`src/common/exu_pkg.sv`:
```
package exu_pkg;

   localparam int xlen       = 32;
   localparam int reg_addr_w = 5;
   localparam int reg_count  = 32;
   localparam int inst_bytes = 4;

   typedef logic [xlen-1:0]       data_t;
   typedef logic [reg_addr_w-1:0] reg_addr_t;

   typedef enum logic [1:0] {
      unit_alu,
      unit_bru,
      unit_mul
   } unit_t;

   typedef enum logic [3:0] {
      alu_add,
      alu_sub,
      alu_slt,
      alu_sltu,
      alu_and,
      alu_or,
      alu_xor,
      alu_nor,
      alu_sll,
      alu_srl,
      alu_sra,
      alu_pass_b
   } alu_op_t;

   typedef enum logic [3:0] {
      bru_beq,
      bru_bne,
      bru_blt,
      bru_bge,
      bru_bltu,
      bru_bgeu,
      bru_b,
      bru_bl,
      bru_jirl
   } bru_op_t;

   typedef enum logic [1:0] {
      mul_lo,
      mul_hi_s,
      mul_hi_u
   } mul_op_t;

   // one decoded instruction in E
   typedef struct packed {
      logic      valid;
      unit_t     unit;
      alu_op_t   alu_op;
      bru_op_t   bru_op;
      mul_op_t   mul_op;
      data_t     a;
      data_t     b;
      data_t     offset;
      data_t     pc;
      reg_addr_t rd;
      logic      wen;
   } exu_issue_t;

   typedef struct packed {
      logic  taken;
      data_t target;
   } br_redirect_t;

   typedef struct packed {
      logic      wen;
      reg_addr_t rd;
      data_t     data;
   } wb_t;

endpackage

```
`src/source/reg_file.sv`:
```
`timescale 1ns/100ps

module reg_file (
   input  logic               clk,
   input  logic               rst_n,
   input  exu_pkg::wb_t       wb,
   input  exu_pkg::reg_addr_t raddr0,
   input  exu_pkg::reg_addr_t raddr1,
   output exu_pkg::data_t     rdata0,
   output exu_pkg::data_t     rdata1
);
   import exu_pkg::*;

   data_t regs [reg_count];

   always_ff @(posedge clk) begin
      if (!rst_n) begin
         for (int i = 0; i < reg_count; i++) begin
            regs[i] <= '0;
         end
      end else if (wb.wen) begin
         regs[wb.rd] <= wb.data;
      end
   end

   // no bypass, a write shows up after the edge
   assign rdata0 = (raddr0 == '0) ? '0 : regs[raddr0];
   assign rdata1 = (raddr1 == '0) ? '0 : regs[raddr1];

   // the control block filters r0 before the write port
   a_no_r0_write: assert property (@(posedge clk) disable iff (!rst_n)
      wb.wen |-> (wb.rd != '0))
      else $error("reg_file: write request aimed at r0");

endmodule

```
`config.mk`:
```
export PLATFORM = sky130hd
export DESIGN_NAME = reg_file
export DESIGN_NICKNAME = d
export VERILOG_FILES = /design/src/common/exu_pkg.sv /design/src/source/reg_file.sv
export SDC_FILE = /design/constraint.sdc
export NUM_CORES = 2
export LEC_CHECK = 0
export BUFFER_PORTS_ARGS = -buffer_cell sky130_fd_sc_hd__buf_2
export CAP_MARGIN = 20
export CORE_ASPECT_RATIO = 2
export CORE_MARGIN = 5
export CORE_UTILIZATION = 45
export DETAILED_ROUTE_END_ITERATION = 8
export GPL_ROUTABILITY_DRIVEN = 1
export GPL_TIMING_DRIVEN = 0
export PLACE_DENSITY = 0.61
export SETUP_SLACK_MARGIN = 0.2
export SYNTH_ARGS = -nofsm -noshare
export SYNTH_HDL_FRONTEND = slang
export SYNTH_SLANG_ARGS = --single-unit
```
`constraint.sdc`:
```
create_clock -name clk -period 6 [get_ports clk]
set_clock_uncertainty 0.2 [all_clocks]
set_input_delay 0.6 -clock clk [delete_from_list [all_inputs] [get_ports clk]]
set_output_delay 0.6 -clock clk [all_outputs]
set_load 0.005 [all_outputs]
```
# == Yosys cells after proc, flatten, opt, wreduce, memory -nomap -nowiden ==
# Memories as Yosys holds them, arrays and structs flattened.
# Index checks and enable logic that the tools add are counted.
# word_totals
n_memories,1
latchBits,0
word_cells,13
mem_bits_rw,1024
reg_bits,0
input_bits,50
romBits,0
# memory_table
memory,words,width,rd,rd_ports_with_merged_regs,write_ports,line,source
regs,32,32,2,0,32,reg_file.sv:14,data_t regs [reg_count];
# classes
reduce_logical,3
n_bitwise,0
n_mul,0
mux,9
n_lt_le_gt_ge,0
n_div,0
eq_ne,0
n_addsub,0
n_shift,0
# op_table
cell,n
32-bit two-way mux,3
32-bit OR reduction,1
5-bit logical NOT,2
1-bit two-way mux,5
5-bit two-way mux,1

# == Logic depth before layout (Yosys ltp) ==
# depth
depth_word,5
ltp_mapped,9
depth_no_buf,4

# == Worst setup path before layout ==
# Ideal clock, no wire load.
# synth_timing
path_type,input to register
start,input port rst_n
end,memory regs[24][0] (netlist bit) (enable)
slack_ps,1593
t_arrival_ps,3741
cell_stages,6
n_path_buf,3
path_cell_list,buf_2 -> nand2_1 -> or3_1 -> clkbuf_1 -> clkbuf_1 -> o21ai_0
# synth_lines
element,line,source
from (decl),reg_file.sv:5,"input logic rst_n,"
to (decl),reg_file.sv:14,

# == Worst setup path after layout ==
# layout_timing
start,input port raddr1[3]
end,output port rdata1[20]
# layout_via
elab_chain_cells,2
elab_cells_between_ends,3
classes_between,mux (1); reduce/logical (1); memory (1)
# layout_rtl
element,line,source
from (decl),reg_file.sv:8,"input exu_pkg::reg_addr_t raddr1,"
memory 32 x 32 bit or 5-bit logical NOT (tied branches),-,
32-bit two-way mux (*),reg_file.sv:28,assign rdata1 = (raddr1 == '0) ? '0 : regs[raddr1];
to (decl),reg_file.sv:10,output exu_pkg::data_t rdata1
# Every way passes the cells marked *; elsewhere a longest branch is shown, timed or not.

==> results_dict.tcl <==
set metrics [dict create \
    yosys-top-cells-count "and2_1 (1,027), edfxtp_1 (1,024), mux4_2 (465)" \
    pwr-share-seq_pct 50.7 \
    tns_ns 0 \
    start_util_pct 45.24 \
    min_to "regs[4][28]" \
    ir_worst_vdd_mv 0.1972 \
    portBuffers 107 \
    grt_max_degree 24 \
    hold_violations 0 \
    worstSetupEndpointType "output pin" \
    cp_num_buf_inv 6 \
    layout-drive-gt1-share_pct 24.60 \
    cts_resized 0 \
    track_usage_pct 33.13 \
    drt_wl_total_um 217500 \
    crit_slowest_cell "clkbuf_1" \
    fin_cells 5453 \
    synth_cell_types 44 \
    worst-path-max-fanout 10 \
    stdcell_area_mm2 0.06135 \
    dieHeight_um 501.7 \
    intPower_mw 12.30 \
    synth_most_common_cell "and2_1" \
    numCtsBuffers 89 \
    dr.pass1.iters 6 \
    synth_warnings 0 \
    core_mm2 0.1203 \
    placedCellCount 5279 \
    grt_pass1_vias 37080 \
    dpl.hpwl_um 162800 \
    syn_inst 3549 \
    finalSetupViolCount 0 \
    top_regs "regs: 1024 flops" \
    synth_area_leaders "edfxtp_1 (57%), mux4_2 (19%), and2_1 (12%)" \
    fmax_mhz 192.9 \
    rows 180 \
    synth_nets 3599 \
    status "finished, final reports clean" \
    critPathKind "in -> out" \
    largest_register_ffs 1024 \
    vias 36280 \
    switching_share_pct 26.25 \
    fin_nets 3879 \
    antenna_found_initial 5 \
    relSlewSlack_pct 14.84 \
    path_cells "buf_2, buf_2, and2_1, clkbuf_1, clkbuf_1, a22o_1, a2111oi_0, buf_2, nor3_1, buf_2" \
    cts_tree "done" \
    die-area_mm2 0.1284 \
    nFillCells 10170 \
    cts.sinks 1024 \
    globalplace.congestion 0.9969 \
    pre_cts_ws_ns 1.023 \
    overflow 0 \
    p_per_area_mw_per_mm2 271.8 \
    clockRootBuffer "clkbuf_16" \
    fp.dieW_um 255.9 \
    ant_nets 0 \
    synth_area_mm2 0.05440 \
    synth_edf_count 1024 \
    power.switching_mw 4.379 \
    seq_area_frac_synth_pct 56.52 \
    fin_crit_sh_pct 86.38 \
    hold_path.class "in -> reg" \
    clkPwrFrac_pct 35.3 \
    tightest_slew_ns 1.277 \
    pin_count 114 \
    ys_ff_latch 1024 \
    required_ns 5.20 \
    synth_async_sr_flop_share_pct 0 \
    holdWs_ns 0.06177 \
    maxCapViolCount 0 \
    wl_per_cell_um 39.89 \
    yosysTopAreaCellShare_pct 56.52 \
    cts_max_level 3 \
    finalWorstSetupSlack_ns 0.8170 \
    drc_errors 0 \
    cts_setup_buffers 0 \
    post-route-min-period_ns 5.183 \
    crit_family "buffers and inverters" \
    dpl_cell_area_mm2 0.05845 \
    viasPerCell 6.653 \
    syn_avg_cell_area_um2 15.33 \
    yosys_most_used_dff "edfxtp_1" \
    holdPathStages 2 \
    comb_power_share_pct 13.9 \
    critPathMostFrequentCell "buf_2" \
    clockBufferDepth 3 \
    grt_pass1_wl_um 292700 \
    top_register "regs" \
    post-synth-top-area-cell "edfxtp_1" \
    rsz0062_at_grt "false" \
    cts.clk_slew.worst_paths_ns 0.07 \
    finalMaxSlewViolations 0 \
    syn_to_final_growth_pct 12.78 \
    power.leakage_nw 20.93 \
    hold_start "wb[28]" \
    critPathLaunchType "primary input" \
    power_mw 16.68 \
    drt-initial-drc-count 5395 \
    max_stage_delay_ns 0.94 \
    post-route-util_pct 51.02 \
    cp.arrival_ns 4.38 \
    postCtsHoldBufs 0 \
]
## layout by cell type, fill, tap and decap left out, types with 4 or more instances in the layout
master / instances
a2111oi_0: 51
a2111oi_1: 5
a2111oi_2: 5
a211oi_1: 4
a21oi_1: 8
a221oi_1: 5
a22o_1: 53
a22oi_1: 16
a32o_1: 4
and2_1: 1027
buf_1: 18
buf_12: 32
buf_16: 5
buf_2: 169
buf_4: 37
buf_6: 17
buf_8: 26
bufinv_16: 5
clkbuf_1: 296
clkbuf_16: 95
clkbuf_2: 6
clkinv_1: 12
clkinv_2: 12
clkinv_4: 4
clkinvlp_4: 5
diode_2: 8
edfxtp_1: 1024
mux2_2: 33
mux2i_1: 160
mux4_2: 465
nand2_1: 8
nand2b_1: 6
nand3b_1: 5
nor2_1: 39
nor2b_1: 13
nor3_1: 55
nor4_1: 4
o21ai_4: 32
o221ai_1: 5
o22ai_1: 105
## layout make-up
class                           instances  area, um^2  share of cell area [%]
Clock buffer                          120        2471                   4.028
Inverter                                3       11.26                 0.01835
Antenna cell                            8       20.02                 0.03263
Timing Repair Buffer                  189        1798                   2.930
Buffer                                394        1823                   2.971
Sequential cell                      1024       30750                   50.12
Clock inverter                         40       350.3                  0.5710
Tap cell                             1547        1936                   3.155
Multi-Input combinational cell       2128       22200                   36.18
## power by group through the flow
stage	registers, mW	clock network (mW)	logic, mW
after global routing	8.49	6.13	2.36
final	8.46	5.89	2.32
after CTS	8.45	5.87	2.26
after global placement	8.66	0	2.12
after detailed placement	8.61	0	2.25
after floorplan	8.54	0	1.25
## worst max path at each step
stage          slack (ns)  startpoint     endpoint  cells past startpoint
2_1_floorplan        1.59       rst_n  regs[24][0]                      6
4_1_cts              1.00   raddr1[1]    rdata1[1]                      9
3_5_place_dp         1.02   raddr1[1]    rdata1[1]                      9
5_1_grt              0.92   raddr1[3]   rdata1[20]                     10
3_3_place_gp        -2.22       rst_n  regs[28][7]                      6
6_report             0.82   raddr1[3]   rdata1[20]                     10
## cells by family after synthesis
family	after synthesis	share of synthesized area, %
muxes	658	22.88
AOI/OAI and AO/OA	296	4.043
and+or+nand+nor	1174	13.20
buffers and inverters	397	3.360
DFF	1024	56.52
## metal layers
metal	vias to the layer above	wire [um]	share of wire, %	GRT usage, %
met5	-	19	0.0087	0
met4	2	21720	10	26.52
met3	803	18280	8.4	6.410
met2	2428	107500	49	56.38
met1	18740	69950	32	36.19
li1	14310	-	-	-
No activity file was read; power rests on OpenSTA's default activity.
