[src/common/exu_pkg.sv]
package exu_pkg;

   localparam int xlen       = 32;
   localparam int reg_addr_w = 5;
   localparam int reg_count  = 32;
   localparam int inst_bytes = 4;

   typedef logic [xlen-1:0]       data_t;
   typedef logic [reg_addr_w-1:0] reg_addr_t;

   typedef enum logic [1:0] {
      unit_alu,
      unit_bru,
      unit_mul
   } unit_t;

   typedef enum logic [3:0] {
      alu_add,
      alu_sub,
      alu_slt,
      alu_sltu,
      alu_and,
      alu_or,
      alu_xor,
      alu_nor,
      alu_sll,
      alu_srl,
      alu_sra,
      alu_pass_b
   } alu_op_t;

   typedef enum logic [3:0] {
      bru_beq,
      bru_bne,
      bru_blt,
      bru_bge,
      bru_bltu,
      bru_bgeu,
      bru_b,
      bru_bl,
      bru_jirl
   } bru_op_t;

   typedef enum logic [1:0] {
      mul_lo,
      mul_hi_s,
      mul_hi_u
   } mul_op_t;

   // one decoded instruction in E
   typedef struct packed {
      logic      valid;
      unit_t     unit;
      alu_op_t   alu_op;
      bru_op_t   bru_op;
      mul_op_t   mul_op;
      data_t     a;
      data_t     b;
      data_t     offset;
      data_t     pc;
      reg_addr_t rd;
      logic      wen;
   } exu_issue_t;

   typedef struct packed {
      logic  taken;
      data_t target;
   } br_redirect_t;

   typedef struct packed {
      logic      wen;
      reg_addr_t rd;
      data_t     data;
   } wb_t;

endpackage

[src/source/branch_unit.sv]
`timescale 1ns/100ps

module branch_unit (
   input  logic                  valid,
   input  exu_pkg::bru_op_t      op,
   input  exu_pkg::data_t        a,
   input  exu_pkg::data_t        b,
   input  exu_pkg::data_t        pc,
   input  exu_pkg::data_t        offset,
   output exu_pkg::br_redirect_t redirect,
   output exu_pkg::data_t        link_pc
);
   import exu_pkg::*;

   logic  cond;
   data_t base;

   always_comb begin
      case (op)
         bru_beq:  cond = (a == b);
         bru_bne:  cond = (a != b);
         bru_blt:  cond = ($signed(a) < $signed(b));
         bru_bge:  cond = ($signed(a) >= $signed(b));
         bru_bltu: cond = (a < b);
         bru_bgeu: cond = (a >= b);
         bru_b,
         bru_bl,
         bru_jirl: cond = 1'b1;
         default:  cond = 1'b0;
      endcase
   end

   // jirl jumps relative to the register, the rest to pc
   assign base = (op == bru_jirl) ? a : pc;

   assign redirect.taken  = valid & cond;
   assign redirect.target = base + offset;

   assign link_pc = pc + data_t'(inst_bytes);

endmodule

[config.mk]
export PLATFORM = sky130hd
export DESIGN_NAME = branch_unit
export DESIGN_NICKNAME = d
export VERILOG_FILES = /design/src/common/exu_pkg.sv /design/src/source/branch_unit.sv
export SDC_FILE = /design/constraint.sdc
export NUM_CORES = 1
export LEC_CHECK = 0
export ABC_AREA = 1
export BUFFER_PORTS_ARGS = -buffer_cell sky130_fd_sc_hd__buf_2
export CORE_MARGIN = 2
export CORE_UTILIZATION = 48
export DETAILED_ROUTE_END_ITERATION = 6
export PLACE_DENSITY = 0.88
export SLEW_MARGIN = 25
export SYNTH_ARGS = -nofsm -noshare
export SYNTH_HDL_FRONTEND = slang
export SYNTH_SLANG_ARGS = --single-unit
[constraint.sdc]
create_clock -name vclk -period 5.32
set_clock_uncertainty 0.2 [all_clocks]
set_input_delay 1.064 -clock vclk [all_inputs]
set_output_delay 1.064 -clock vclk [all_outputs]
set_load 0.02 [all_outputs]
# == Yosys cells after proc, flatten, opt, wreduce, memory -nomap -nowiden ==
# Index checks and enable logic that the tools add are counted.
# classes
n_eq_ne,10
mux,2
magnitude_cmp,4
n_bitwise,1
reduce_logical,2
add_sub_neg,2
# op_table
cell,n
32-bit >= comparator,2
32-bit less-than comparator,2
"32-bit by 3-bit adder with 32-bit output, second input constant",1
32-bit adder,1
32-bit equality test,1
32-bit 2-to-1 mux,1
32-bit != test,1
"4-bit by 3-bit equality test with 1-bit output, second input constant",4
"4-bit by 2-bit equality test with 1-bit output, second input constant",2
1-bit case mux with 7 select lines,1
"4-bit by 1-bit equality test with 1-bit output, second input constant",1
"4-bit equality test, second input constant",1
4-bit zero test,1
3-bit OR reduction,1
1-bit bitwise AND,1
# totals
out_inout_bits,65
word_cells,21
inputBits,133
regBits,0

# == Logic depth before layout (Yosys ltp) ==
# logic_depth
word_depth,4
depth_mapped,20
depth_no_buf,19

# == Worst setup path after synthesis ==
# Ideal clock, no wire load.
# synth_timing
path_type,in2out
start,in op[1]
end,out redirect[20] (netlist name)
path_buffers,1
stages,19
t_arrival_ps,3779
path_slack_ps,277
t_required_ps,4056
cell_sequence,nor2_1 > inv_1 > nor3_1 > clkbuf_1 > inv_1 > nand2_1 > o21ai_0 > ha_1 > fa_1 > nand3_1 > nand2_1 > nand2_1 > nand2_1 > a31o_2 > nand2_1 > nand2_1 > nand2_1 > nand2_1 > xor2_1
# synth_rtl
item,line_no,rtl
from (decl),branch_unit.sv:5,"input exu_pkg::bru_op_t op,"
to (decl),branch_unit.sv:10,"output exu_pkg::br_redirect_t redirect,"

==> PnR_summary.wiki <==
{| class="wikitable"
! Metric !! Value
|-
| Status || complete, no violations
|-
| Number of instances in the synthesized netlist || 666
|-
| Height of the die || 92.3 µm
|-
| Compound-cell area share of the yosys netlist || 0.164
|-
| Measured slew at the worst slew-check pin || 0.413 ns
|-
| Count of pins over their slew limit || 0
|-
| Cells on Worst Hold Path || 2
|-
| Final Hold Vio Count || 0
|-
| Setup Crit Path Kind || primary input to output pin
|-
| Synth Area in Simple Gates || 0.360
|-
| Number of antenna violations at the first check in global routing || 0
|-
| Die ar. || 0.00853 mm²
|-
| Per-cell routed wire length || 13.2 µm
|-
| Top layer reached by signal wires || met4
|-
| Leakage power || 2.88 nW
|-
| Met2 routed wirelength || 6050 µm
|-
| Post-synthesis cell area || 0.00375 mm²
|-
| Critical path endpoint category || output pin
|-
| Path type of the worst min-delay path || primary input to output pin
|-
| Post-route core utilization || 0.637
|-
| Final layout net count || 1059
|-
| Routability Congestion || 0.962
|-
| Synthesized Nets || 864
|-
| Area overhead of the layout relative to synthesis || 30.1%
|-
| Vias per cell || 5.12
|-
| Upper clock frequency limit || 0.196 GHz
|-
| Arrival time at the worst endpoint || 3.83 ns
|-
| Xor/xnor cell area share of the yosys netlist || 0.131
|-
| Maximum number of pins on one net before global-route repair || 53
|-
| Routed vias || 4916
|-
| Clock period minus worst slack || 5.10 ns
|-
| Met3 wire length || 717 µm
|-
| Relative slew slack || 0.722
|-
| Hpwl dp || 11400 µm
|-
| Input/output buffers || 198
|-
| Overall die width || 92.3 µm
|-
| Multi-input logic area || 0.00330 mm²
|-
| Fraction of synthesized area in multiplexers || 0.00267
|-
| Post-route fraction of the period consumed by the critical path || 0.958
|-
| RSZ-0062 raised after global routing || false
|-
| Pwr dens || 122 mW/mm²
|-
| Seq Cell Count || 0
|-
| Maximum Capacitance Violations || 0
|-
| CP Launch Type || primary input
|-
| Top-Level Pins || 198
|-
| Routed length on met1 || 5600 µm
|-
| Clock buffer count in the final layout || 0
|-
| Starting DRT DRC Count || 235
|-
| Remaining antenna violation count || 0
|-
| Largest driver fanout on the critical path || 52
|-
| Setup Viol. Count Final || 0
|-
| Layout cells sized above 1 || 0.254
|-
| Combinational family with the most area after synthesis || simple AND/OR/NAND/NOR gates
|-
| Post-detailed-route DRC marker count || 0
|-
| Core footprint || 0.00765 mm²
|-
| GRT Resource Usage Total || 0.292
|-
| Required time of the worst setup path || 4.06 ns
|-
| Gr ovfl total || 0
|-
| Global-route wire length before repair || 20700 µm
|-
| Starting density of the core || 0.490
|-
| Vias in the first global route || 4620
|-
| Cell Count, Final, Fillers Out || 961
|-
| Maximum vdd drop || 42.7 µV
|-
| Final setup TNS || 0 ns
|-
| Count of unique library cells instantiated by Yosys || 34
|-
| Adder-cell share of the synthesized area || 0.219
|-
| Placed insts || 961
|-
| Number of cell rows || 32
|-
| Total number of yosys warnings || 0
|-
| Synthesized area per cell || 5.62 µm²
|-
| Filler cells || 761
|-
| Cts hold-fix bufs || 0
|-
| Storage cell area || 0 µm²
|-
| Sequential fraction of the synthesis area || 0
|-
| Initial DRT Pass Iterations || 5
|-
| DRT Wirelength || 12700 µm
|-
| Diodes inserted || 0
|}
## cells in the final DEF (no fill, tap or decap), types with 3 or more instances in the layout
cell type and count:
sky130_fd_sc_hd__nor2_2 3, sky130_fd_sc_hd__nand3_1 31, sky130_fd_sc_hd__a31oi_1 6, sky130_fd_sc_hd__ha_1 64
sky130_fd_sc_hd__o21ai_0 43, sky130_fd_sc_hd__nor3_1 14, sky130_fd_sc_hd__buf_2 198, sky130_fd_sc_hd__a21o_1 8
sky130_fd_sc_hd__nor2_1 64, sky130_fd_sc_hd__nand2_1 176, sky130_fd_sc_hd__xor2_1 47, sky130_fd_sc_hd__nand4_1 8
sky130_fd_sc_hd__xnor2_1 9, sky130_fd_sc_hd__inv_1 112, sky130_fd_sc_hd__nand2_2 4, sky130_fd_sc_hd__a21oi_1 44
sky130_fd_sc_hd__nor3_4 5
## critical path, cell delays in order
cell	delay, ns
sky130_fd_sc_hd__buf_2	0.12
sky130_fd_sc_hd__nor2_1	0.10
sky130_fd_sc_hd__inv_1	0.09
sky130_fd_sc_hd__nor3_4	0.23
sky130_fd_sc_hd__buf_12	0.26
sky130_fd_sc_hd__nand2_1	0.08
sky130_fd_sc_hd__o21ai_0	0.08
sky130_fd_sc_hd__ha_1	0.29
sky130_fd_sc_hd__nand3_1	0.11
sky130_fd_sc_hd__nand3_1	0.13
sky130_fd_sc_hd__a21oi_1	0.33
sky130_fd_sc_hd__inv_1	0.11
sky130_fd_sc_hd__a21oi_1	0.26
sky130_fd_sc_hd__o21ai_0	0.21
sky130_fd_sc_hd__xor2_1	0.17
sky130_fd_sc_hd__buf_2	0.17
## cell usage after synthesis
master / n / share of area
sky130_fd_sc_hd__nand3_2: 2 / 0.0053
sky130_fd_sc_hd__and2_1: 1 / 0.0017
sky130_fd_sc_hd__o21a_1: 1 / 0.0020
sky130_fd_sc_hd__a211oi_1: 1 / 0.0020
sky130_fd_sc_hd__a21o_1: 8 / 0.016
sky130_fd_sc_hd__o21bai_1: 2 / 0.0040
sky130_fd_sc_hd__o31ai_1: 1 / 0.0020
sky130_fd_sc_hd__nand3b_1: 2 / 0.0040
sky130_fd_sc_hd__nor2_1: 64 / 0.064
sky130_fd_sc_hd__inv_1: 113 / 0.11
sky130_fd_sc_hd__clkbuf_1: 4 / 0.0040
sky130_fd_sc_hd__xnor2_1: 9 / 0.021
sky130_fd_sc_hd__nand3_1: 31 / 0.041
sky130_fd_sc_hd__a31oi_1: 6 / 0.010
sky130_fd_sc_hd__mux2i_1: 1 / 0.0027
sky130_fd_sc_hd__a31o_2: 1 / 0.0023
sky130_fd_sc_hd__fa_1: 1 / 0.0053
sky130_fd_sc_hd__a21oi_1: 44 / 0.059
sky130_fd_sc_hd__xor2_1: 47 / 0.11
sky130_fd_sc_hd__nor3_1: 15 / 0.020
sky130_fd_sc_hd__nor2_2: 3 / 0.0050
sky130_fd_sc_hd__nor4_1: 1 / 0.0017
sky130_fd_sc_hd__a21boi_0: 1 / 0.0020
sky130_fd_sc_hd__o21ai_0: 43 / 0.057
sky130_fd_sc_hd__nand4_1: 8 / 0.013
sky130_fd_sc_hd__nand2_2: 4 / 0.0067
sky130_fd_sc_hd__nand2_1: 176 / 0.18
sky130_fd_sc_hd__buf_1: 2 / 0.0020
sky130_fd_sc_hd__buf_4: 2 / 0.0040
sky130_fd_sc_hd__ha_1: 64 / 0.21
sky130_fd_sc_hd__o31a_1: 1 / 0.0023
sky130_fd_sc_hd__nor3_4: 4 / 0.017
sky130_fd_sc_hd__a221oi_1: 2 / 0.0047
sky130_fd_sc_hd__nand4_2: 1 / 0.0033
## layout make-up
class / count / share of cell area
Multi-Input combinational cell: 545 / 0.676
Timing Repair Buffer: 201 / 0.211
Inverter: 113 / 0.0870
Tap cell: 102 / 0.0262
## cell families after synthesis
family	Yosys count
AOI/OAI and AO/OA	111
xor gates and xnor gates	56
adders and majority gates	65
buffers and inverters	121
muxes	1
and+or+nand+nor	312
## final timing paths
check	from	end	slack (ns)
hold / removal	pc[0]	link_pc[0]	2.17
setup / recovery	op[1]	redirect[29]	0.22
## where the power goes
part | internal [mW] | switching [mW]
Clock | 0 | 0
Combinational | 0.220 | 0.375
Sequential | 0 | 0
## routing by layer
layer  vias up  track usage
met2       180        0.509
met1      2164        0.400
met4         0       0.0585
met3        24       0.0138
li1       2548            -
met5         -            0
## per-stage QoR
stage	hold WS, ns	power, mW	setup WS, ns	instance area (µm²)
after floorplan	2.01	0.387	0.277	3750
after global placement	2.17	0.581	0.175	4850
after detailed placement	2.17	0.586	0.138	4850
after CTS	2.17	0.588	0.127	4850
after global routing	2.17	0.656	0.00499	4870
final	2.17	0.595	0.222	4870
## what timing repair did
item                       4_1_cts  5_1_grt
setup buffers                    0        0
gates resized for setup          0        6
setup endpoints to repair        0       15
Note: power is estimated with default switching activity, not from simulation.
