===== src/common/exu_pkg.sv =====
package exu_pkg;

   localparam int xlen       = 32;
   localparam int reg_addr_w = 5;
   localparam int reg_count  = 32;
   localparam int inst_bytes = 4;

   typedef logic [xlen-1:0]       data_t;
   typedef logic [reg_addr_w-1:0] reg_addr_t;

   typedef enum logic [1:0] {
      unit_alu,
      unit_bru,
      unit_mul
   } unit_t;

   typedef enum logic [3:0] {
      alu_add,
      alu_sub,
      alu_slt,
      alu_sltu,
      alu_and,
      alu_or,
      alu_xor,
      alu_nor,
      alu_sll,
      alu_srl,
      alu_sra,
      alu_pass_b
   } alu_op_t;

   typedef enum logic [3:0] {
      bru_beq,
      bru_bne,
      bru_blt,
      bru_bge,
      bru_bltu,
      bru_bgeu,
      bru_b,
      bru_bl,
      bru_jirl
   } bru_op_t;

   typedef enum logic [1:0] {
      mul_lo,
      mul_hi_s,
      mul_hi_u
   } mul_op_t;

   // one decoded instruction in E
   typedef struct packed {
      logic      valid;
      unit_t     unit;
      alu_op_t   alu_op;
      bru_op_t   bru_op;
      mul_op_t   mul_op;
      data_t     a;
      data_t     b;
      data_t     offset;
      data_t     pc;
      reg_addr_t rd;
      logic      wen;
   } exu_issue_t;

   typedef struct packed {
      logic  taken;
      data_t target;
   } br_redirect_t;

   typedef struct packed {
      logic      wen;
      reg_addr_t rd;
      data_t     data;
   } wb_t;

endpackage


===== src/source/mul_pipe.sv =====
`timescale 1ns/100ps

module mul_pipe (
   input  logic               clk,
   input  logic               rst_n,
   input  logic               valid,
   input  exu_pkg::data_t     a,
   input  exu_pkg::data_t     b,
   input  exu_pkg::mul_op_t   op,
   input  exu_pkg::reg_addr_t rd,
   input  logic               wen,
   output exu_pkg::data_t     res,
   output logic               done,
   output exu_pkg::reg_addr_t rd_out,
   output logic               wen_out
);
   import exu_pkg::*;

   typedef struct packed {
      logic signed [33:0] pp_ll;
      logic signed [33:0] pp_lh;
      logic signed [33:0] pp_hl;
      logic signed [33:0] pp_hh;
      mul_op_t            op;
      reg_addr_t          rd;
      logic               wen;
   } mul_s1_t;

   mul_s1_t            s1;
   logic               s1_valid;
   logic               sgn;
   logic signed [16:0] a_lo;
   logic signed [16:0] a_hi;
   logic signed [16:0] b_lo;
   logic signed [16:0] b_hi;
   logic signed [63:0] prod;

   function automatic logic signed [63:0] sext_pp(input logic [33:0] pp);
      return {{30{pp[33]}}, pp};
   endfunction

   // low halves are always unsigned, high halves carry the sign
   assign sgn  = (op == mul_hi_s);
   assign a_lo = {1'b0, a[15:0]};
   assign b_lo = {1'b0, b[15:0]};
   assign a_hi = {sgn & a[31], a[31:16]};
   assign b_hi = {sgn & b[31], b[31:16]};

   always_ff @(posedge clk) begin
      if (!rst_n) begin
         s1_valid <= 1'b0;
         done     <= 1'b0;
      end else begin
         s1_valid <= valid;
         done     <= s1_valid;
      end
   end

   always_ff @(posedge clk) begin
      s1.pp_ll <= a_lo * b_lo;
      s1.pp_lh <= a_lo * b_hi;
      s1.pp_hl <= a_hi * b_lo;
      s1.pp_hh <= a_hi * b_hi;
      s1.op    <= op;
      s1.rd    <= rd;
      s1.wen   <= wen;
   end

   assign prod = sext_pp(s1.pp_ll)
               + (sext_pp(s1.pp_lh) <<< 16)
               + (sext_pp(s1.pp_hl) <<< 16)
               + (sext_pp(s1.pp_hh) <<< 32);

   always_ff @(posedge clk) begin
      res     <= (s1.op == mul_lo) ? prod[31:0] : prod[63:32];
      rd_out  <= s1.rd;
      wen_out <= s1.wen;
   end

endmodule


===== config.mk =====
export PLATFORM = sky130hd
export DESIGN_NAME = mul_pipe
export DESIGN_NICKNAME = d
export VERILOG_FILES = /design/src/common/exu_pkg.sv /design/src/source/mul_pipe.sv
export SDC_FILE = /design/constraint.sdc
export NUM_CORES = 2
export LEC_CHECK = 0
export CAP_MARGIN = 30
export CORE_MARGIN = 2
export CORE_UTILIZATION = 53
export DETAILED_ROUTE_END_ITERATION = 8
export DONT_BUFFER_PORTS = 1
export PLACE_DENSITY_LB_ADDON = 0.15
export REMOVE_ABC_BUFFERS = 1
export SLEW_MARGIN = 0
export SYNTH_ARGS = -nofsm -noshare
export SYNTH_HDL_FRONTEND = slang
export SYNTH_SLANG_ARGS = --single-unit
export TNS_END_PERCENT = 100

===== constraint.sdc =====
create_clock -name clk -period 16.4 [get_ports clk]
set_clock_uncertainty 0.1 [all_clocks]
set_input_delay 1.64 -clock clk [delete_from_list [all_inputs] [get_ports clk]]
set_output_delay 1.64 -clock clk [all_outputs]
set_load 0.02 [all_outputs]

## Word-level counts from Yosys, hierarchy flattened

Cells that the tools add are included.
Widths: inputs -> output; s select.

| operators by class | value |
|---|---|
| add/subtract/negate cells | 3 |
| multipliers | 4 |
| equality and inequality tests | 1 |
| multiplexer cells | 1 |
| bitwise gates (word level) | 2 |
| reduce and logical (&&, ||, !) cells | 1 |

Operators by type and width:

| operator | number |
|---|---|
| $mul 17x17->34 | 2 |
| $add 52x64->64 | 1 |
| $add 51x50->52 | 1 |
| $add 33x50->51 | 1 |
| $mul 16x16->32 | 1 |
| $mul 17x17->32 | 1 |
| $mux 32 | 1 |
| $and 1x1->1 | 2 |
| $eq 2x1->1 const B | 1 |
| $logic_not 2->1 | 1 |

| storage, ports and cells | value |
|---|---|
| flip-flop bits (word level) | 180 |
| input port bits | 75 |

## Logic depth before layout (Yosys ltp)

| logic depth | value |
|---|---|
| depth in word-level cells | 4 |
| gate-level depth with buffers | 27 |

## Least setup slack after synthesis

No wires, ideal clock.

| timing path | value |
|---|---|
| path kind | in2reg |
| start point | input port op[0] |
| end point | register s1[74] in the netlist's numbering |
| library setup time | 0.062 ns |
| arrival | 7.541 ns |
| slack | 8.697 ns |
| stages on the path | 23 |
| cell sequence | nor2b_1 -> and2_1 -> clkbuf_1 -> nand2_1 -> inv_1 -> fa_1 -> inv_1 -> fa_1 -> inv_1 -> fa_1 -> fa_1 -> fa_1 -> fa_1 -> ha_1 -> a21oi_1 -> o21bai_1 -> a2111oi_0 -> o21ai_1 -> nor3_1 -> o31a_1 -> nor3_1 -> or4_1 -> nand3_1 |

| between the ends | value |
|---|---|
| word-level cells in the longest chain between the ends | 3 |

RTL lines:

| what | line | source |
|---|---|---|
| start: declaration | mul_pipe.sv:9 | `input exu_pkg::mul_op_t op,` |
| $eq 2x1->1 | mul_pipe.sv:43 | `assign sgn = (op == mul_hi_s);` |
| $and 1x1->1 | mul_pipe.sv:46 | `assign a_hi = {sgn & a[31], a[31:16]};` |
| $mul 17x17->34 | mul_pipe.sv:62 | `s1.pp_hl <= a_hi * b_lo;` |
| end: declaration | mul_pipe.sv:29 | `mul_s1_t s1;` |

No other way between the ends.
A chain may end at the register's enable or synchronous reset.

## Final worst setup path

Ends and elaborated chain as after synthesis.

==> impl_metrics.tcl <==
set metrics [dict create \
    pin_count 114 \
    dr_wl_met3_um 8980 \
    cts_root_buffer "clkbuf_16" \
    diodes 0 \
    hold_path_depth 0 \
    die_area_um2 89800 \
    die_w_um 300 \
    grt_use_total 0.285 \
    cts_resized 0 \
    cts_hold_buf 0 \
    tightest_slew_ns 0.880 \
    clock_latency_ns 0.50 \
    synth_top_cell_area_share 0.437 \
    final.fill_count 7988 \
    synth_area_leader_cell "fa_1" \
    cp_max_fo 14 \
    fin_nets 6485 \
    synthArstFlopShare 0 \
    path_class "in -> reg" \
    drive_above_1_share 0.0167 \
    cap_viol_max_count 0 \
    drt-total-wl_um 120000 \
    antenna_found_initial 5 \
    area_delta_synth_final_pct 2.76 \
    finalWeightedCongestion 0.911 \
    end_kind "flop" \
    clockBufferDepth 2 \
    synth_warnings 0 \
    port_buffers 0 \
    start_kind "primary input" \
    relSlewSlack 0.410 \
    regArea_um2 3600 \
    setup_viol 0 \
    synth.distinct_cells 83 \
    synth.area.top_cells "fa_1 44%, ha_1 12%, inv_1 9.8%" \
    detailed_place_hpwl_um 91700 \
    period_share 0.487 \
    status "finished clean" \
    cts_tree "yes" \
    critPathRequiredTime_ns 16.73 \
    clock-sinks 180 \
    setup_tns_ns 0 \
    drt_pass1_iterations 5 \
    rr_endpoint "res[29]" \
    reg2reg_slack_ns 12.43 \
    multi_input_area_um2 37300 \
    grt_max_degree 45 \
    syn_area_um2 46300 \
    cts_made_buffers 17 \
    core_um2 86800 \
    htreeDepth 4 \
    fmax_mhz 125 \
    vias 33000 \
    ys_ff_latch 180 \
    synth.avg_cell_area_um2 9.01 \
    worst_slack_ns 8.41 \
    top_layer_used "met5" \
    rsz0062_at_grt "false" \
    wirelength_met1_um 55200 \
    gr-total-overflow 0 \
    reg2reg_from "s1[43]" \
    synthFlopType "dfxtp_1" \
    hold_class "reg -> reg" \
    r2r_cells 13 \
    synth_edf_count 0 \
    grt_pass1_vias 34900 \
    die_h_um 300 \
    via_per_inst 5.39 \
    row_count 108 \
    hold_viol 0 \
    grt_pass1_wl_um 197000 \
    post_cts_buffers 0 \
    arrival_ns 8.33 \
    drc_errors 0 \
    ant_nets 0 \
    syn_inst 5143 \
    seq_area_frac_synth 0.0778 \
    wl_met2_um 53000 \
    initialDrtViolationCount 2332 \
    cp-startpoint "op[0]" \
    initial_core_util 0.534 \
    cp-endpoint "s1[74]" \
    min_period_ns 7.99 \
    drv_slew 0 \
    clk_pin_slew_ns 0.07 \
    place_ws_ns 7.96 \
    routedWlPerCell_um 19.7 \
]
[Yosys cell counts (all sizes together), types with 7 or more instances]
master and n:
fa 1012, a21boi 8, clkbuf 212, a31oi 12, inv 1212, a21oi 132
a211oi 24, nor2b 17, xnor2 113, xor2 48, o21a 21, ha 447
nor2 130, o21ai 82, dfxtp 180, nand2 706, nand3 38, and3 22
a21o 76, nor3 35, and2 441, or3 11, o211ai 7, o21bai 19
nand2b 17, or2 18, a211o 11, nand4 7
[layout by cell type, fill, tap and decap left out, types with 10 or more instances in the layout]
master | Yosys | final
a21o_1 | 76 | 76
nand2b_1 | 17 | 17
a21oi_1 | 131 | 131
o21ai_0 | 62 | 62
inv_1 | 1212 | 1212
nand3_1 | 38 | 38
nor3_1 | 35 | 35
a211o_1 | 11 | 11
nor2b_1 | 17 | 17
nor2_1 | 129 | 128
or2_2 | 17 | 17
dfxtp_1 | 180 | 180
o21a_1 | 21 | 21
and3_1 | 21 | 21
xnor2_1 | 113 | 113
or3_1 | 10 | 10
a31oi_1 | 11 | 11
xor2_1 | 48 | 48
a211oi_1 | 20 | 20
nand2_1 | 706 | 706
and2_1 | 441 | 441
o21bai_1 | 19 | 19
o21ai_1 | 19 | 19
clkbuf_16 | 0 | 17
fa_1 | 1012 | 1012
ha_1 | 447 | 447
[metrics by stage]
step           hold slack, ns   util  instances  cell area (um^2)
2_1_floorplan           0.210      -       4925             45500
3_3_place_gp            0.210  0.542       6087             47000
3_5_place_dp            0.213  0.542       6087             47000
4_1_cts                 0.232  0.549       6119             47600
5_1_grt                 0.237  0.549       6119             47600
6_report                0.231  0.549       6119             47600
[layer usage]
metal,track usage,vias to the layer above
li1,-,14900
met1,0.422,16900
met2,0.436,1064
met3,0.0483,149
met4,0.0727,2
met5,0,-
[state kept, by name, indices dropped and copies added, names as in the netlist]
name	count
done	1
rd_out	5
s1	140
s1_valid	1
wen_out	1
res	32
[logic make-up (layout without fill, tap and decap cells)]
group | after synthesis | count (layout) | synth area share
AND/OR/NAND/NOR | 1462 | 1462 | 0.151
adder cells (fa/ha/maj) | 1459 | 1459 | 0.558
multiplexers | 7 | 7 | 0.00154
buffers and inverters | 1430 | 1251 | 0.116
AO/OA/AOI/OAI | 444 | 444 | 0.0643
flip-flops | 180 | 180 | 0.0778
XOR/XNOR | 161 | 161 | 0.0304
[cell type report]
| type | count | area share |
|---|---|---|
| Clock buffer | 17 | 0.00894 |
| Clock inverter | 15 | 0.00397 |
| Inverter | 1212 | 0.0956 |
| Multi-Input combinational cell | 3533 | 0.784 |
| Sequential cell | 180 | 0.0757 |
| Tap cell | 1155 | 0.0304 |
| Timing Repair Buffer | 7 | 0.00110 |
[worst min path at each step]
stage          start   endpoint  slack, ns
5_1_grt        s1[0]    wen_out       0.24
3_3_place_gp   s1[0]    wen_out       0.21
4_1_cts        s1[3]  rd_out[2]       0.23
2_1_floorplan  s1[1]  rd_out[0]       0.21
3_5_place_dp   s1[3]  rd_out[2]       0.21
6_report       s1[3]  rd_out[2]       0.23
[worst max-delay path, stage by stage]
cell	delay, ns
nor2b_1	0.11
buf_4	0.22
and2_1	0.28
buf_4	0.24
nand2_1	0.13
inv_1	0.10
fa_1	0.72
inv_1	0.13
fa_1	0.49
inv_1	0.05
fa_1	0.47
fa_1	0.57
fa_1	0.43
fa_1	0.44
ha_1	0.36
a21oi_1	0.19
o21bai_1	0.08
a2111oi_0	0.41
o21ai_1	0.19
nor3_1	0.20
o31a_1	0.18
nor3_1	0.08
or4_1	0.50
nand3_1	0.07
Power is not shown: default switching activity piles up to over one toggle a cycle in this logic, so the estimate is an artifact.
