`src/common/exu_pkg.sv`:
```
package exu_pkg;

   localparam int xlen       = 32;
   localparam int reg_addr_w = 5;
   localparam int reg_count  = 32;
   localparam int inst_bytes = 4;

   typedef logic [xlen-1:0]       data_t;
   typedef logic [reg_addr_w-1:0] reg_addr_t;

   typedef enum logic [1:0] {
      unit_alu,
      unit_bru,
      unit_mul
   } unit_t;

   typedef enum logic [3:0] {
      alu_add,
      alu_sub,
      alu_slt,
      alu_sltu,
      alu_and,
      alu_or,
      alu_xor,
      alu_nor,
      alu_sll,
      alu_srl,
      alu_sra,
      alu_pass_b
   } alu_op_t;

   typedef enum logic [3:0] {
      bru_beq,
      bru_bne,
      bru_blt,
      bru_bge,
      bru_bltu,
      bru_bgeu,
      bru_b,
      bru_bl,
      bru_jirl
   } bru_op_t;

   typedef enum logic [1:0] {
      mul_lo,
      mul_hi_s,
      mul_hi_u
   } mul_op_t;

   // one decoded instruction in E
   typedef struct packed {
      logic      valid;
      unit_t     unit;
      alu_op_t   alu_op;
      bru_op_t   bru_op;
      mul_op_t   mul_op;
      data_t     a;
      data_t     b;
      data_t     offset;
      data_t     pc;
      reg_addr_t rd;
      logic      wen;
   } exu_issue_t;

   typedef struct packed {
      logic  taken;
      data_t target;
   } br_redirect_t;

   typedef struct packed {
      logic      wen;
      reg_addr_t rd;
      data_t     data;
   } wb_t;

endpackage

```
`src/ecl/exu_ecl.sv`:
```
`timescale 1ns/100ps

module exu_ecl (
   input  logic                    clk,
   input  logic                    rst_n,
   input  exu_pkg::exu_issue_t     issue,

   output exu_pkg::data_t          alu_a,
   output exu_pkg::data_t          alu_b,
   output exu_pkg::alu_op_t        alu_op,
   input  exu_pkg::data_t          alu_res,

   output exu_pkg::bru_op_t        bru_op,
   output exu_pkg::data_t          bru_a,
   output exu_pkg::data_t          bru_b,
   output exu_pkg::data_t          bru_pc,
   output exu_pkg::data_t          bru_offset,
   output logic                    bru_valid,
   input  exu_pkg::br_redirect_t   redirect_in,
   input  exu_pkg::data_t          link_pc,
   output exu_pkg::br_redirect_t   redirect,

   output logic                    mul_valid,
   output exu_pkg::data_t          mul_a,
   output exu_pkg::data_t          mul_b,
   output exu_pkg::mul_op_t        mul_op,
   input  exu_pkg::data_t          mul_res,
   input  logic                    mul_done,
   input  exu_pkg::reg_addr_t      mul_rd,
   input  logic                    mul_wen,

   output exu_pkg::wb_t            wb
);
   import exu_pkg::*;

   logic alu_valid;
   logic m_valid;
   wb_t  m_stage;
   logic w_valid;
   wb_t  w_stage;
   wb_t  wb_pick;

   // unit decode
   assign alu_valid = issue.valid && (issue.unit == unit_alu);
   assign bru_valid = issue.valid && (issue.unit == unit_bru);
   assign mul_valid = issue.valid && (issue.unit == unit_mul);

   assign alu_a  = issue.a;
   assign alu_b  = issue.b;
   assign alu_op = issue.alu_op;

   assign bru_op     = issue.bru_op;
   assign bru_a      = issue.a;
   assign bru_b      = issue.b;
   assign bru_pc     = issue.pc;
   assign bru_offset = issue.offset;

   assign mul_a  = issue.a;
   assign mul_b  = issue.b;
   assign mul_op = issue.mul_op;

   // redirect goes out in the issue cycle
   assign redirect = redirect_in;

   always_ff @(posedge clk) begin
      if (!rst_n) begin
         m_valid <= 1'b0;
         w_valid <= 1'b0;
      end else begin
         m_valid <= alu_valid | bru_valid;
         w_valid <= m_valid;
      end
   end

   // alu and link results wait two stages to line up with the multiplier
   always_ff @(posedge clk) begin
      m_stage.wen  <= issue.wen;
      m_stage.rd   <= issue.rd;
      m_stage.data <= bru_valid ? link_pc : alu_res;
      w_stage      <= m_stage;
   end

   always_comb begin
      if (mul_done) begin
         wb_pick.wen  = mul_wen;
         wb_pick.rd   = mul_rd;
         wb_pick.data = mul_res;
      end else begin
         wb_pick.wen  = w_valid & w_stage.wen;
         wb_pick.rd   = w_stage.rd;
         wb_pick.data = w_stage.data;
      end
   end

   // r0 writes are dropped here
   assign wb.wen  = wb_pick.wen & (wb_pick.rd != '0);
   assign wb.rd   = wb_pick.rd;
   assign wb.data = wb_pick.data;

   // one instruction per issue slot, so only one writer can retire
   a_single_writer: assert property (@(posedge clk) disable iff (!rst_n)
      !(w_valid && mul_done))
      else $error("exu_ecl: W stage and multiplier retire in the same cycle");

endmodule

```
`config.mk`:
```
export PLATFORM = sky130hd
export DESIGN_NAME = exu_ecl
export DESIGN_NICKNAME = d
export VERILOG_FILES = /design/src/common/exu_pkg.sv /design/src/ecl/exu_ecl.sv
export SDC_FILE = /design/constraint.sdc
export NUM_CORES = 1
export LEC_CHECK = 0
export ABC_AREA = 1
export BUFFER_PORTS_ARGS = -buffer_cell sky130_fd_sc_hd__buf_2
export CORE_AREA = 3 3 243 245
export DETAILED_ROUTE_END_ITERATION = 10
export DIE_AREA = 0 0 246 248
export GPL_TIMING_DRIVEN = 0
export MAX_ROUTING_LAYER = met4
export PLACE_DENSITY = 0.42
export REMOVE_ABC_BUFFERS = 1
export SLEW_MARGIN = 0
export SYNTH_ARGS = -nofsm -noshare
export SYNTH_HDL_FRONTEND = slang
export SYNTH_SLANG_ARGS = --single-unit
```
`constraint.sdc`:
```
create_clock -name clk -period 1.1 [get_ports clk]
set_input_delay 0.33 -clock clk [delete_from_list [all_inputs] [get_ports clk]]
set_output_delay 0.33 -clock clk [all_outputs]
set_load 0.1 [all_outputs]
```
* Word level (Yosys, flattened, before mapping)
Cells that the tools add are included.
Word-level totals: flip-flop bits (word level) 78, input port bits 285, output and inout bits 339, logic and storage cells 20
Operators by class: eq/ne operators 2, multiplexer cells 2, bitwise operators 3, reductions and logical operators 5
Operators by type and width (count):
- $mux W38 | 1
- $mux W32 | 1
- $reduce_bool A5 Y1 | 1
- $logic_and A1 B1 Y1 | 3
- $and A1 B1 Y1 | 2
- $eq A2 B1 Y1 const B | 1
- $eq A2 B2 Y1 const B | 1
- $logic_not A2 Y1 | 1
- $or A1 B1 Y1 | 1

* Longest topological paths before layout
Gate-level depths: netlist of the first run.
depth after elaboration 4, depth in mapped cells 6, gate-level depth less buffers 6

* Worst setup path before layout of the first run
Ideal clock, no wire load.
kind input port to output port, start input mul_done, end output wb[37] (netlist bit), data arrival time 1.925 ns, data required time 0.770 ns, setup slack -1.155 ns, stages on the path 6, path through buf_6 > nand2_1 > nand2_1 > nand3_1 > nor2_1 > nor2_1
RTL lines:
- from (decl) | line exu_ecl.sv:28 | input logic mul_done,
- to (decl) | line exu_ecl.sv:32 | output exu_pkg::wb_t wb

==> impl_results.md, run 1 <==
* Setup-failing EPs final at 40
* Setup repair after global routing missed its margin: yes
* Grt ovf at 0
* Worst IR Drop VDD at 0.000801 V
* Final Hold Slack at 0.0625 ns
* Number of max-capacitance violations reported at 0
* Biggest area consumer among synthesized cells: sky130_fd_sc_hd__buf_4
* Signal arrival time at the worst endpoint at 1.37 ns
* Post-CTS clock slew at the launch and capture registers of the worst setup and hold paths at 0.07 ns
* Worst r2r path cells at 2
* HPWL after detailed placement at 46,000 µm
* Die X-Extent at 246 µm
* Largest driver fanout on the critical path at 1
* Mapped Cells at 624
* Core region area at 57,400 µm²
* Cts-stage hold buffer count at 0
* Sum of negative setup slack at -14.81 ns
* First-pass GRT wire length at 62,600 µm
* Minimum setup slack after placement at -2.19 ns
* Layout Skew at 0.00683 ns
* Total die area at 61,000 µm²
* Number of buffers created by CTS at 9
* H-Tree Level Count at 3
* Leakage at 0.00283 µW
* Fraction of the cycle the final worst path needs at 155%
* Number of enable flip-flop cells after synthesis at 0
* Combinational power share at 28.4%
* Clock Root Buffer: sky130_fd_sc_hd__clkbuf_16
* Clock tree from TritonCTS: done
* Skew-Pair Late Insertion Delay at 0.37 ns
* Antenna violations before repair at 7
* Critical Path Start Type: register
* Worst Tran Pin Value at 0.373 ns
* Largest cells by area after synthesis: sky130_fd_sc_hd__buf_4 (48%), sky130_fd_sc_hd__dfxtp_1 (33%), sky130_fd_sc_hd__nand2_1 (16%)
* Number of DRC markers after the initial detailed-route iteration at 158
* Number of I/O port buffers at 153
* Area growth, synth to finish at 31.3%
* Worst setup slack after layout at -0.603 ns
* Worst hold path stage count at 1
* Syn. warnings at 0
* Total standard cell area after synthesis at 4780 µm²
* Final critical-path required period at 1.70 ns
* Int Power at 6010 µW
* Power spent charging and discharging nets at 3070 µW
* Main synth FF type: sky130_fd_sc_hd__dfxtp_1
* Most common cell in the synthesized netlist: sky130_fd_sc_hd__buf_4
* Die Y-Extent at 248 µm
* Final net count at 798
* Seq cells post-synth at 78
* Number of design rule violations left after detail routing at 0
* PD cells at 1450 nW/µm²
* Average wire per cell in the routed design at 43.6 µm
* Cell Area, Placed at 4180 µm²
* Effective utilization at floorplan at 8.34%
* Worst setup EP type: output port
* Average cell area after synthesis at 7.67 µm²
* Number of global-route vias before repair at 3,390
* Post-synthesis sequential area ratio at 32.6%
* Area share of the largest cell type after synthesis at 47.9%
* Max-Slew Margin vs Limit at 75.1%
* Part of the total power dissipated in sequential elements at 34.6%
* Share of flip-flops with an asynchronous set or reset at 0%
* Status: finished with violations
* Part of the total power dissipated in the clock network at 37.0%
* Post-synthesis cell type count at 14
* Number of pins exceeding their max-slew limit in the final report at 0
* Total Routed Length at 56,000 µm
* GRT Overall Usage at 18.1%
* FP Rows at 88
* Fmax at 587 MHz
* I/O pin total at 624
* Antenna-violating nets left at 0
* Finished Cell Area at 6280 µm²
* Fraction of power spent switching nets at 33.8%
* Req. time, crit path at 0.77 ns
* Clock sink count at 78
* Classification of the worst setup path: register to output port
* Number of detailed-routing iterations run before antenna repair at 4
* Last weighted congestion value of the routability-driven placer at 0.812
* Number of failing hold endpoints at the final stage at 0
* Share of final-layout standard cells stronger than drive strength 1 at 59.1%
* Failing checks: setup timing
* Total via count after detailed routing at 3,629
* Maximum count of clock buffers along a single path at 2
* Hold/Removal Path Class: primary input to register
* Top post-synthesis cells by count: sky130_fd_sc_hd__buf_4 (305), sky130_fd_sc_hd__nand2_1 (207), sky130_fd_sc_hd__dfxtp_1 (78), sky130_fd_sc_hd__inv_1 (15), sky130_fd_sc_hd__buf_2 (6)
* Vias per inst at 2.83
* Largest net degree at the start of global routing at 34
==> flip-flops by register name (all words and copies together), names as in the netlist <==
signal / cells
w_valid: 1
m_stage: 38
m_valid: 1
w_stage: 38
==> critical path, cell delays in order, from the launching register on <==
cell and delay (ns):
sky130_fd_sc_hd__dfxtp_2 0.33, sky130_fd_sc_hd__nand2_2 0.07, sky130_fd_sc_hd__nor2_4 0.19, sky130_fd_sc_hd__a21oi_2 0.04, sky130_fd_sc_hd__nor2_1 0.13, sky130_fd_sc_hd__buf_6 0.24
==> through the flow <==
| stage | util, % | cells | power [µW] |
|---|---|---|---|
| floorplan | - | 312 | 4260 |
| global placement | 7.28 | 1230 | 4790 |
| detailed placement | 7.28 | 1230 | 4790 |
| CTS | 9.92 | 1262 | 9040 |
| global route | 10.9 | 1283 | 9520 |
| finish | 11.0 | 1284 | 9090 |
==> cells by family (layout without fill, tap and decap cells) <==
| group | after synthesis | in the layout | synth area share [%] |
|---|---|---|---|
| other cells | 0 | 1 | 0 |
| simple gates | 214 | 215 | 17.0 |
| flops | 78 | 78 | 32.6 |
| compound gates | 3 | 3 | 0.314 |
| buf+inv | 329 | 222 | 50.1 |
==> path summary, 6_finish.rpt <==
kind         slack (ns)           to   startpoint
max               -0.60       wb[37]      w_valid
max reg2reg        0.61      w_valid      m_valid
min reg2reg        0.32  w_stage[30]  m_stage[30]
min                0.06  m_stage[33]     issue[2]
==> power by group through the flow <==
stage	Combinational, µW	Clock (µW)	Sequential [µW]
3_3_place_gp	1650	0	3140
2_1_floorplan	1140	0	3130
3_5_place_dp	1650	0	3140
5_1_grt	2720	3650	3160
6_report	2580	3360	3140
4_1_cts	2400	3540	3100
==> timing repair <==
item / CTS / global route
resized for setup: 282 / 103
endpoints found under the hold margin: 0 / 0
buffers inserted: 11 / 20
endpoints found under the setup margin: 72 / 40
gates cloned: 5 / 3
pin swaps: 18 / 37
==> per-layer routing <==
metal | wire (µm) | global-route usage [%]
met5 | 0 | -
met4 | 1190 | 4.03
met3 | 15600 | 23.7
met2 | 23900 | 26.1
met1 | 15300 | 13.6
==> final cells by class <==
| type | count | area, µm² |
|---|---|---|
| diodes | 1 | 2.50 |
| clock buffers | 9 | 225 |
| clock inverters | 7 | 95.1 |
| fillers | 6574 | 51100 |
| inverters | 17 | 125 |
| multi-input cells | 218 | 1390 |
| flip-flops and latches | 78 | 1580 |
| well taps | 765 | 957 |
| repair buffers | 185 | 1810 |
| repair inverters | 4 | 91.3 |
==> placed cells by master, fill, tap and decap left out, drive strengths merged <==
cell type  count
a21oi          1
and3           1
buf          182
bufbuf         3
bufinv         2
clkbuf         9
clkinv         7
clkinvlp       1
dfxtp         78
diode          1
inv           18
nand2        207
nand3          3
nor2           4
o21ai          2
(Power assumes the default switching activity.)
==> run 2: changes to the inputs <==
- PLACE_DENSITY: 0.42 -> 0.3
==> impl_results.md, run 2 (same netlist as run 1, synthesis figures left out) <==
* GRT Overall Usage at 18.2% (was 18.1%)
* Final net count at 802 (was 798)
* Total die area at 61,000 µm² (unchanged)
* Number of placed instances, taps included at 1,230 (unchanged)
* Max-Slew Margin vs Limit at 73.9% (was 75.1%)
* Number of buffers created by CTS at 9 (unchanged)
* Worst hold path stage count at 1 (unchanged)
* Cell-by-cell trace of the critical path: nand2_4 > nor2_4 > a21oi_2 > nor2_1 > buf_6 (was nand2_2 > nor2_4 > a21oi_2 > nor2_1 > buf_6)
* Share of final-layout standard cells stronger than drive strength 1 at 60.3% (was 59.1%)
* Number of max-capacitance violations reported at 0 (unchanged)
* Final Hold Slack at 0.0709 ns (was 0.0625 ns)
* Worst setup slack after layout at -0.568 ns (was -0.603 ns)
* Number of global-route vias before repair at 3,376 (was 3,390)
* Failing checks: setup timing (unchanged)
* Fraction of the cycle the final worst path needs at 152% (was 155%)
* Number of design rule violations left after detail routing at 0 (unchanged)
* Die X-Extent at 246 µm (unchanged)
* Non-filler cells, final at 1,288 (was 1,284)
* Minimum setup slack after placement at -2.36 ns (was -2.19 ns)
* Signal arrival time at the worst endpoint at 1.34 ns (was 1.37 ns)
* Total via count after detailed routing at 3,509 (was 3,629)
* Vias per inst at 2.72 (was 2.83)
* Fmax at 600 MHz (was 587 MHz)
* Number of detailed-routing iterations run before antenna repair at 4 (unchanged)
* Number of failing hold endpoints at the final stage at 0 (unchanged)
* Core region area at 57,400 µm² (unchanged)
* Hold/Removal Path Class: primary input to register (unchanged)
* Leading cell type in the layout, fill and taps excluded: sky130_fd_sc_hd__nand2_1 (unchanged)
* Final core utilization at 11.0% (about the same)
* Leakage at 0.00284 µW (was 0.00283 µW)
* First-pass GRT wire length at 63,200 µm (was 62,600 µm)
* Worst r2r path cells at 2 (unchanged)
* Setup repair after global routing missed its margin: yes (unchanged)
* Antenna-violating nets left at 0 (unchanged)
* Worst path max stage delay at 0.34 ns (was 0.33 ns)
* Largest net degree at the start of global routing at 34 (unchanged)
* Most used cells in the layout excluding fill and tap cells: sky130_fd_sc_hd__nand2_1 (138), sky130_fd_sc_hd__buf_2 (109), sky130_fd_sc_hd__nand2_4 (57) (was sky130_fd_sc_hd__nand2_1 (137), sky130_fd_sc_hd__buf_2 (109), sky130_fd_sc_hd__dfxtp_1 (62))
* Clock tree from TritonCTS: done (unchanged)
* Maximum count of clock buffers along a single path at 2 (unchanged)
* Cts-stage hold buffer count at 0 (unchanged)
* Status: finished with violations (unchanged)
* Number of I/O port buffers at 153 (unchanged)
* Area growth, synth to finish at 32.2% (was 31.3%)
* Layout Skew at 0.0105 ns (was 0.00683 ns)
* Last weighted congestion value of the routability-driven placer at 0.797 (was 0.812)
* Effective utilization at floorplan at 8.34% (unchanged)
* Regs by FF count: m_stage x38, w_stage x38 (unchanged)
* Classification of the worst setup path: register to output port (unchanged)
* Req. time, crit path at 0.77 ns (about the same)
* Total Routed Length at 56,700 µm (was 56,000 µm)
* Number of DRC markers after the initial detailed-route iteration at 130 (was 158)
* Worst Tran Pin Value at 0.391 ns (was 0.373 ns)
* Clock Root Buffer: sky130_fd_sc_hd__clkbuf_16 (unchanged)
* Worst IR Drop VDD at 0.000772 V (was 0.000801 V)
* I/O pin total at 624 (unchanged)
* PD cells at 1380 nW/µm² (was 1450 nW/µm²)
* Die Y-Extent at 248 µm (unchanged)
* Final critical-path required period at 1.67 ns (was 1.70 ns)
* Setup-failing EPs final at 40 (unchanged)
* Skew-Pair Late Insertion Delay at 0.37 ns (about the same)
* Post-CTS clock slew at the launch and capture registers of the worst setup and hold paths at 0.06 ns (was 0.07 ns)
* HPWL after detailed placement at 46,900 µm (was 46,000 µm)
* Clock sink count at 78 (unchanged)
* Largest driver fanout on the critical path at 1 (unchanged)
* Antenna violations before repair at 3 (was 7)
* Average wire per cell in the routed design at 44.0 µm (was 43.6 µm)
* H-Tree Level Count at 3 (unchanged)
* Worst setup EP type: output port (unchanged)
* CP max stage cell: sky130_fd_sc_hd__dfxtp_2 (unchanged)
* Number of pins exceeding their max-slew limit in the final report at 0 (unchanged)
* Critical Path Start Type: register (unchanged)
* FP Rows at 88 (unchanged)
* Grt ovf at 0 (unchanged)
[run 2: changes by cell type in the layout (fill, tap and decap cells not counted), sizes merged]
cell      delta
bufinv       -2
inv          +1
clkbuf       +2
buf          +4
bufbuf       -2
clkinvlp     +1
[run 2: final cells by class]
class	count	area [µm²]
antenna	1	2.50
clock buffer	10	239
clock inverter	6	51.3
fill	6637	51000
inverter	17	123
multi-input combinational	218	1390
sequential	78	1590
tap	765	957
timing repair buffer	188	1860
timing repair inverter	5	108
[run 2: critical path, delay by kind of cell, from the launching register on]
kind | cells | cell delay, ns
simple gates | 3 | 0.34
buf+inv | 1 | 0.25
flops | 1 | 0.34
compound gates | 1 | 0.04
[run 2: per-stage QoR]
stage               TNS, ns  area [µm²]  power, µW
finish               -16.58        6320       8730
global route         -18.21        6320       9180
CTS                  -12.26        5490       8570
detailed placement  -122.88        4180       4820
global placement    -124.16        4180       4820
floorplan            -43.09        2450       4260
[run 2: path summary, 6_finish.rpt]
path / from / to / slack [ns]
max: w_stage[37] / wb[37] / -0.57
min: issue[3] / m_stage[34] / 0.07
max reg2reg: m_valid / w_valid / 0.60
min reg2reg: m_stage[30] / w_stage[30] / 0.33
[run 2: repair_timing]
action | 4_1_cts | 5_1_grt
setup endpoints to repair | 72 | 45
pin swaps | 17 | 30
gates resized for setup | 265 | 131
cloned | 4 | 5
hold endpoints to repair | 0 | 0
setup buffers | 4 | 28
[run 2: report_power, final]
part | leakage (µW) | total (µW) | internal [µW] | switching [µW]
combinational | 0.00205 | 2630 | 991 | 1640
clock | 0.000140 | 2960 | 1620 | 1340
sequential | 0.000659 | 3150 | 3050 | 100
total | 0.00284 | 8730 | 5660 | 3080
[run 2: per-layer routing]
metal / wire (µm) / global-route usage [%] / up-vias
li1: - / - / 1348
met1: 16200 / 14.1 / 1492
met2: 24100 / 26.4 / 631
met3: 15100 / 22.8 / 38
met4: 1250 / 4.57 / 0
met5: 0 / - / -
==> run 3: changes to the inputs <==
--- a/config.mk
+++ b/config.mk
@@ -9,4 +9,5 @@
 export BUFFER_PORTS_ARGS = -buffer_cell sky130_fd_sc_hd__buf_2
 export CORE_AREA = 3 3 243 245
+export CTS_CLUSTER_SIZE = 12
 export DETAILED_ROUTE_END_ITERATION = 10
 export DIE_AREA = 0 0 246 248
==> constraint.sdc (replaced) <==
create_clock -name clk -period 1.1 [get_ports clk]
set_input_delay 0.055 -clock clk [delete_from_list [all_inputs] [get_ports clk]]
set_output_delay 0.055 -clock clk [all_outputs]
set_load 0.1 [all_outputs]
==> impl_results.md, run 3 (same netlist as run 1, synthesis figures left out) <==
* Final net count at 837 (was 802)
* Crit path from: w_stage[32] (was w_stage[37])
* Final core utilization at 10.7% (was 11.0%)
* Part of the total power dissipated in the clock network at 34.7% (was 33.9%)
* Max-Slew Margin vs Limit at 52.0% (was 73.9%)
* Post-CTS clock slew at the launch and capture registers of the worst setup and hold paths at 0.07 ns (was 0.06 ns)
* Final Hold Slack at 0.0232 ns (was 0.0709 ns)
* Number of antenna diodes at 0 (was 1)
* I/O pin total at 624 (unchanged)
* Number of I/O port buffers at 153 (unchanged)
* Number of design rule violations left after detail routing at 0 (unchanged)
* Layout Skew at 0.0118 ns (was 0.0105 ns)
* Grt ovf at 0 (unchanged)
* PD cells at 1390 nW/µm² (was 1380 nW/µm²)
* Total power of the final layout at 8510 µW (was 8730 µW)
* Total via count after detailed routing at 3,629 (was 3,509)
* Final critical-path required period at 1.37 ns (was 1.67 ns)
* Number of buffers created by CTS at 9 (unchanged)
* Most used cells in the layout excluding fill and tap cells: sky130_fd_sc_hd__nand2_1 (147), sky130_fd_sc_hd__buf_2 (112), sky130_fd_sc_hd__dlygate4sd3_1 (70) (was sky130_fd_sc_hd__nand2_1 (138), sky130_fd_sc_hd__buf_2 (109), sky130_fd_sc_hd__nand2_4 (57))
* Number of pins exceeding their max-slew limit in the final report at 0 (unchanged)
* Failing checks: setup timing (unchanged)
* HPWL after detailed placement at 46,900 µm (unchanged)
* Startpoint of the lowest-slack register-to-register path: m_valid (unchanged)
* H-Tree Level Count at 3 (unchanged)
* Last weighted congestion value of the routability-driven placer at 0.797 (unchanged)
* Clock tree from TritonCTS: done (unchanged)
* Worst Tran Pin Value at 0.719 ns (was 0.391 ns)
* Hold/Removal Path Class: primary input to register (unchanged)
* Number of detailed-routing iterations run before antenna repair at 4 (unchanged)
* FP Rows at 88 (unchanged)
* Regs by FF count: m_stage x38, w_stage x38 (unchanged)
* Signal arrival time at the worst endpoint at 1.31 ns (was 1.34 ns)
* Clock sink count at 78 (unchanged)
* Setup repair after global routing missed its margin: yes (unchanged)
* Int Power at 5600 µW (was 5660 µW)
* Sum of negative setup slack at -0.850 ns (was -16.58 ns)
* Antenna violations before repair at 2 (was 3)
* Power spent charging and discharging nets at 2920 µW (was 3080 µW)
* Share of final-layout standard cells stronger than drive strength 1 at 49.7% (was 60.3%)
* Clock Root Buffer: sky130_fd_sc_hd__clkbuf_16 (unchanged)
* Maximum count of clock buffers along a single path at 2 (unchanged)
* Leakage at 0.00266 µW (was 0.00284 µW)
* Req. time, crit path at 1.04 ns (was 0.77 ns)
* Number of global-route vias before repair at 3,590 (was 3,376)
* Largest driver fanout on the critical path at 2 (was 1)
* Leading cell type in the layout, fill and taps excluded: sky130_fd_sc_hd__nand2_1 (unchanged)
* Worst setup slack after layout at -0.266 ns (was -0.568 ns)
* Total die area at 61,000 µm² (unchanged)
* Antenna-violating nets left at 0 (unchanged)
* Classification of the worst setup path: register to output port (unchanged)
* Worst IR Drop VDD at 0.000760 V (was 0.000772 V)
* GRT Overall Usage at 17.8% (was 18.2%)
* Skew-Pair Late Insertion Delay at 0.37 ns (about the same)
* Die Y-Extent at 248 µm (unchanged)
* Vias per inst at 2.75 (was 2.72)
* Critical Path Start Type: register (unchanged)
* Hold Path Origin: alu_res[19] (was issue[3])
* Die X-Extent at 246 µm (unchanged)
* Average wire per cell in the routed design at 41.1 µm (was 44.0 µm)
* Fmax at 732 MHz (was 600 MHz)
* Total Routed Length at 54,300 µm (was 56,700 µm)
* Largest net degree at the start of global routing at 43 (was 34)
* First-pass GRT wire length at 62,300 µm (was 63,200 µm)
* Number of DRC markers after the initial detailed-route iteration at 169 (was 130)
* Fraction of power spent switching nets at 34.3% (was 35.2%)
* Effective utilization at floorplan at 8.34% (unchanged)
* Number of max-capacitance violations reported at 0 (unchanged)
* Number of failing hold endpoints at the final stage at 0 (unchanged)
* Setup-failing EPs final at 12 (was 40)
* Fraction of the cycle the final worst path needs at 124% (was 152%)
* Area growth, synth to finish at 27.9% (was 32.2%)
* Core region area at 57,400 µm² (unchanged)
* Worst setup EP type: output port (unchanged)
* Combinational power share at 28.8% (was 30.1%)
* Status: finished with violations (unchanged)
* Part of the total power dissipated in sequential elements at 36.5% (was 36.0%)
==> run 3: cell count changes in the layout (fill, tap and decap cells not counted), sizes merged <==
| cell | previous run | this run |
|---|---|---|
| clkbuf | 11 | 10 |
| diode | 1 | 0 |
| clkinv | 7 | 2 |
| buf | 186 | 158 |
| dlygate4sd3 | 0 | 70 |
| bufbuf | 1 | 0 |
==> run 3: what timing repair did <==
action / 4_1_cts / 5_1_grt
setup endpoints to repair: 71 / 40
gates resized for setup: 215 / 66
pin swaps: 6 / 30
cloned: 1 / 0
hold endpoints to repair: 40 / 0
hold buffers: 70 / 0
buffers inserted: 3 / 2
==> run 3: final timing paths <==
path	endpoint	slack [ns]	cells after the start
worst max-delay path	wb[37]	-0.27	5
worst min-delay path	m_stage[19]	0.02	3
worst max register to register	w_valid	0.60	2
worst min register to register	w_stage[30]	0.33	0
==> run 3: cell type report <==
cell class,instances,area [µm²]
Sequential cell,78,1600
Clock buffer,10,239
Fill cell,6613,51200
Timing Repair Buffer,228,2120
Inverter,17,101
Multi-Input combinational cell,218,1050
Tap cell,765,957
Clock inverter,6,51.3
==> run 3: through the flow <==
step	cells	setup slack, ns	area, µm²
final	1322	-0.266	6120
after global routing	1322	-0.361	6120
after CTS	1320	-0.326	5950
after detailed placement	1230	-1.81	4180
after global placement	1230	-1.83	4180
after floorplan	312	-0.746	2450
==> run 3: power groups by stage <==
stage	combinational, µW	sequential (µW)	clock [µW]
after floorplan	1140	3130	0
after global placement	1680	3140	0
after detailed placement	1670	3140	0
after CTS	2420	3090	3130
after global routing	2580	3130	3240
final	2450	3110	2950
==> run 3: worst max-delay path: stages, from the launching register on <==
cell	delay (ns)
sky130_fd_sc_hd__dfxtp_2	0.32
sky130_fd_sc_hd__o21ai_4	0.22
sky130_fd_sc_hd__nand2_2	0.08
sky130_fd_sc_hd__nor2_2	0.10
sky130_fd_sc_hd__nor2_2	0.06
sky130_fd_sc_hd__buf_12	0.16
==> run 3: layer usage <==
| metal | track usage [%] | wire (µm) |
|---|---|---|
| met5 | - | 0 |
| met4 | 5.24 | 1480 |
| met3 | 22.9 | 15100 |
| met2 | 25.7 | 23000 |
| met1 | 13.2 | 14700 |
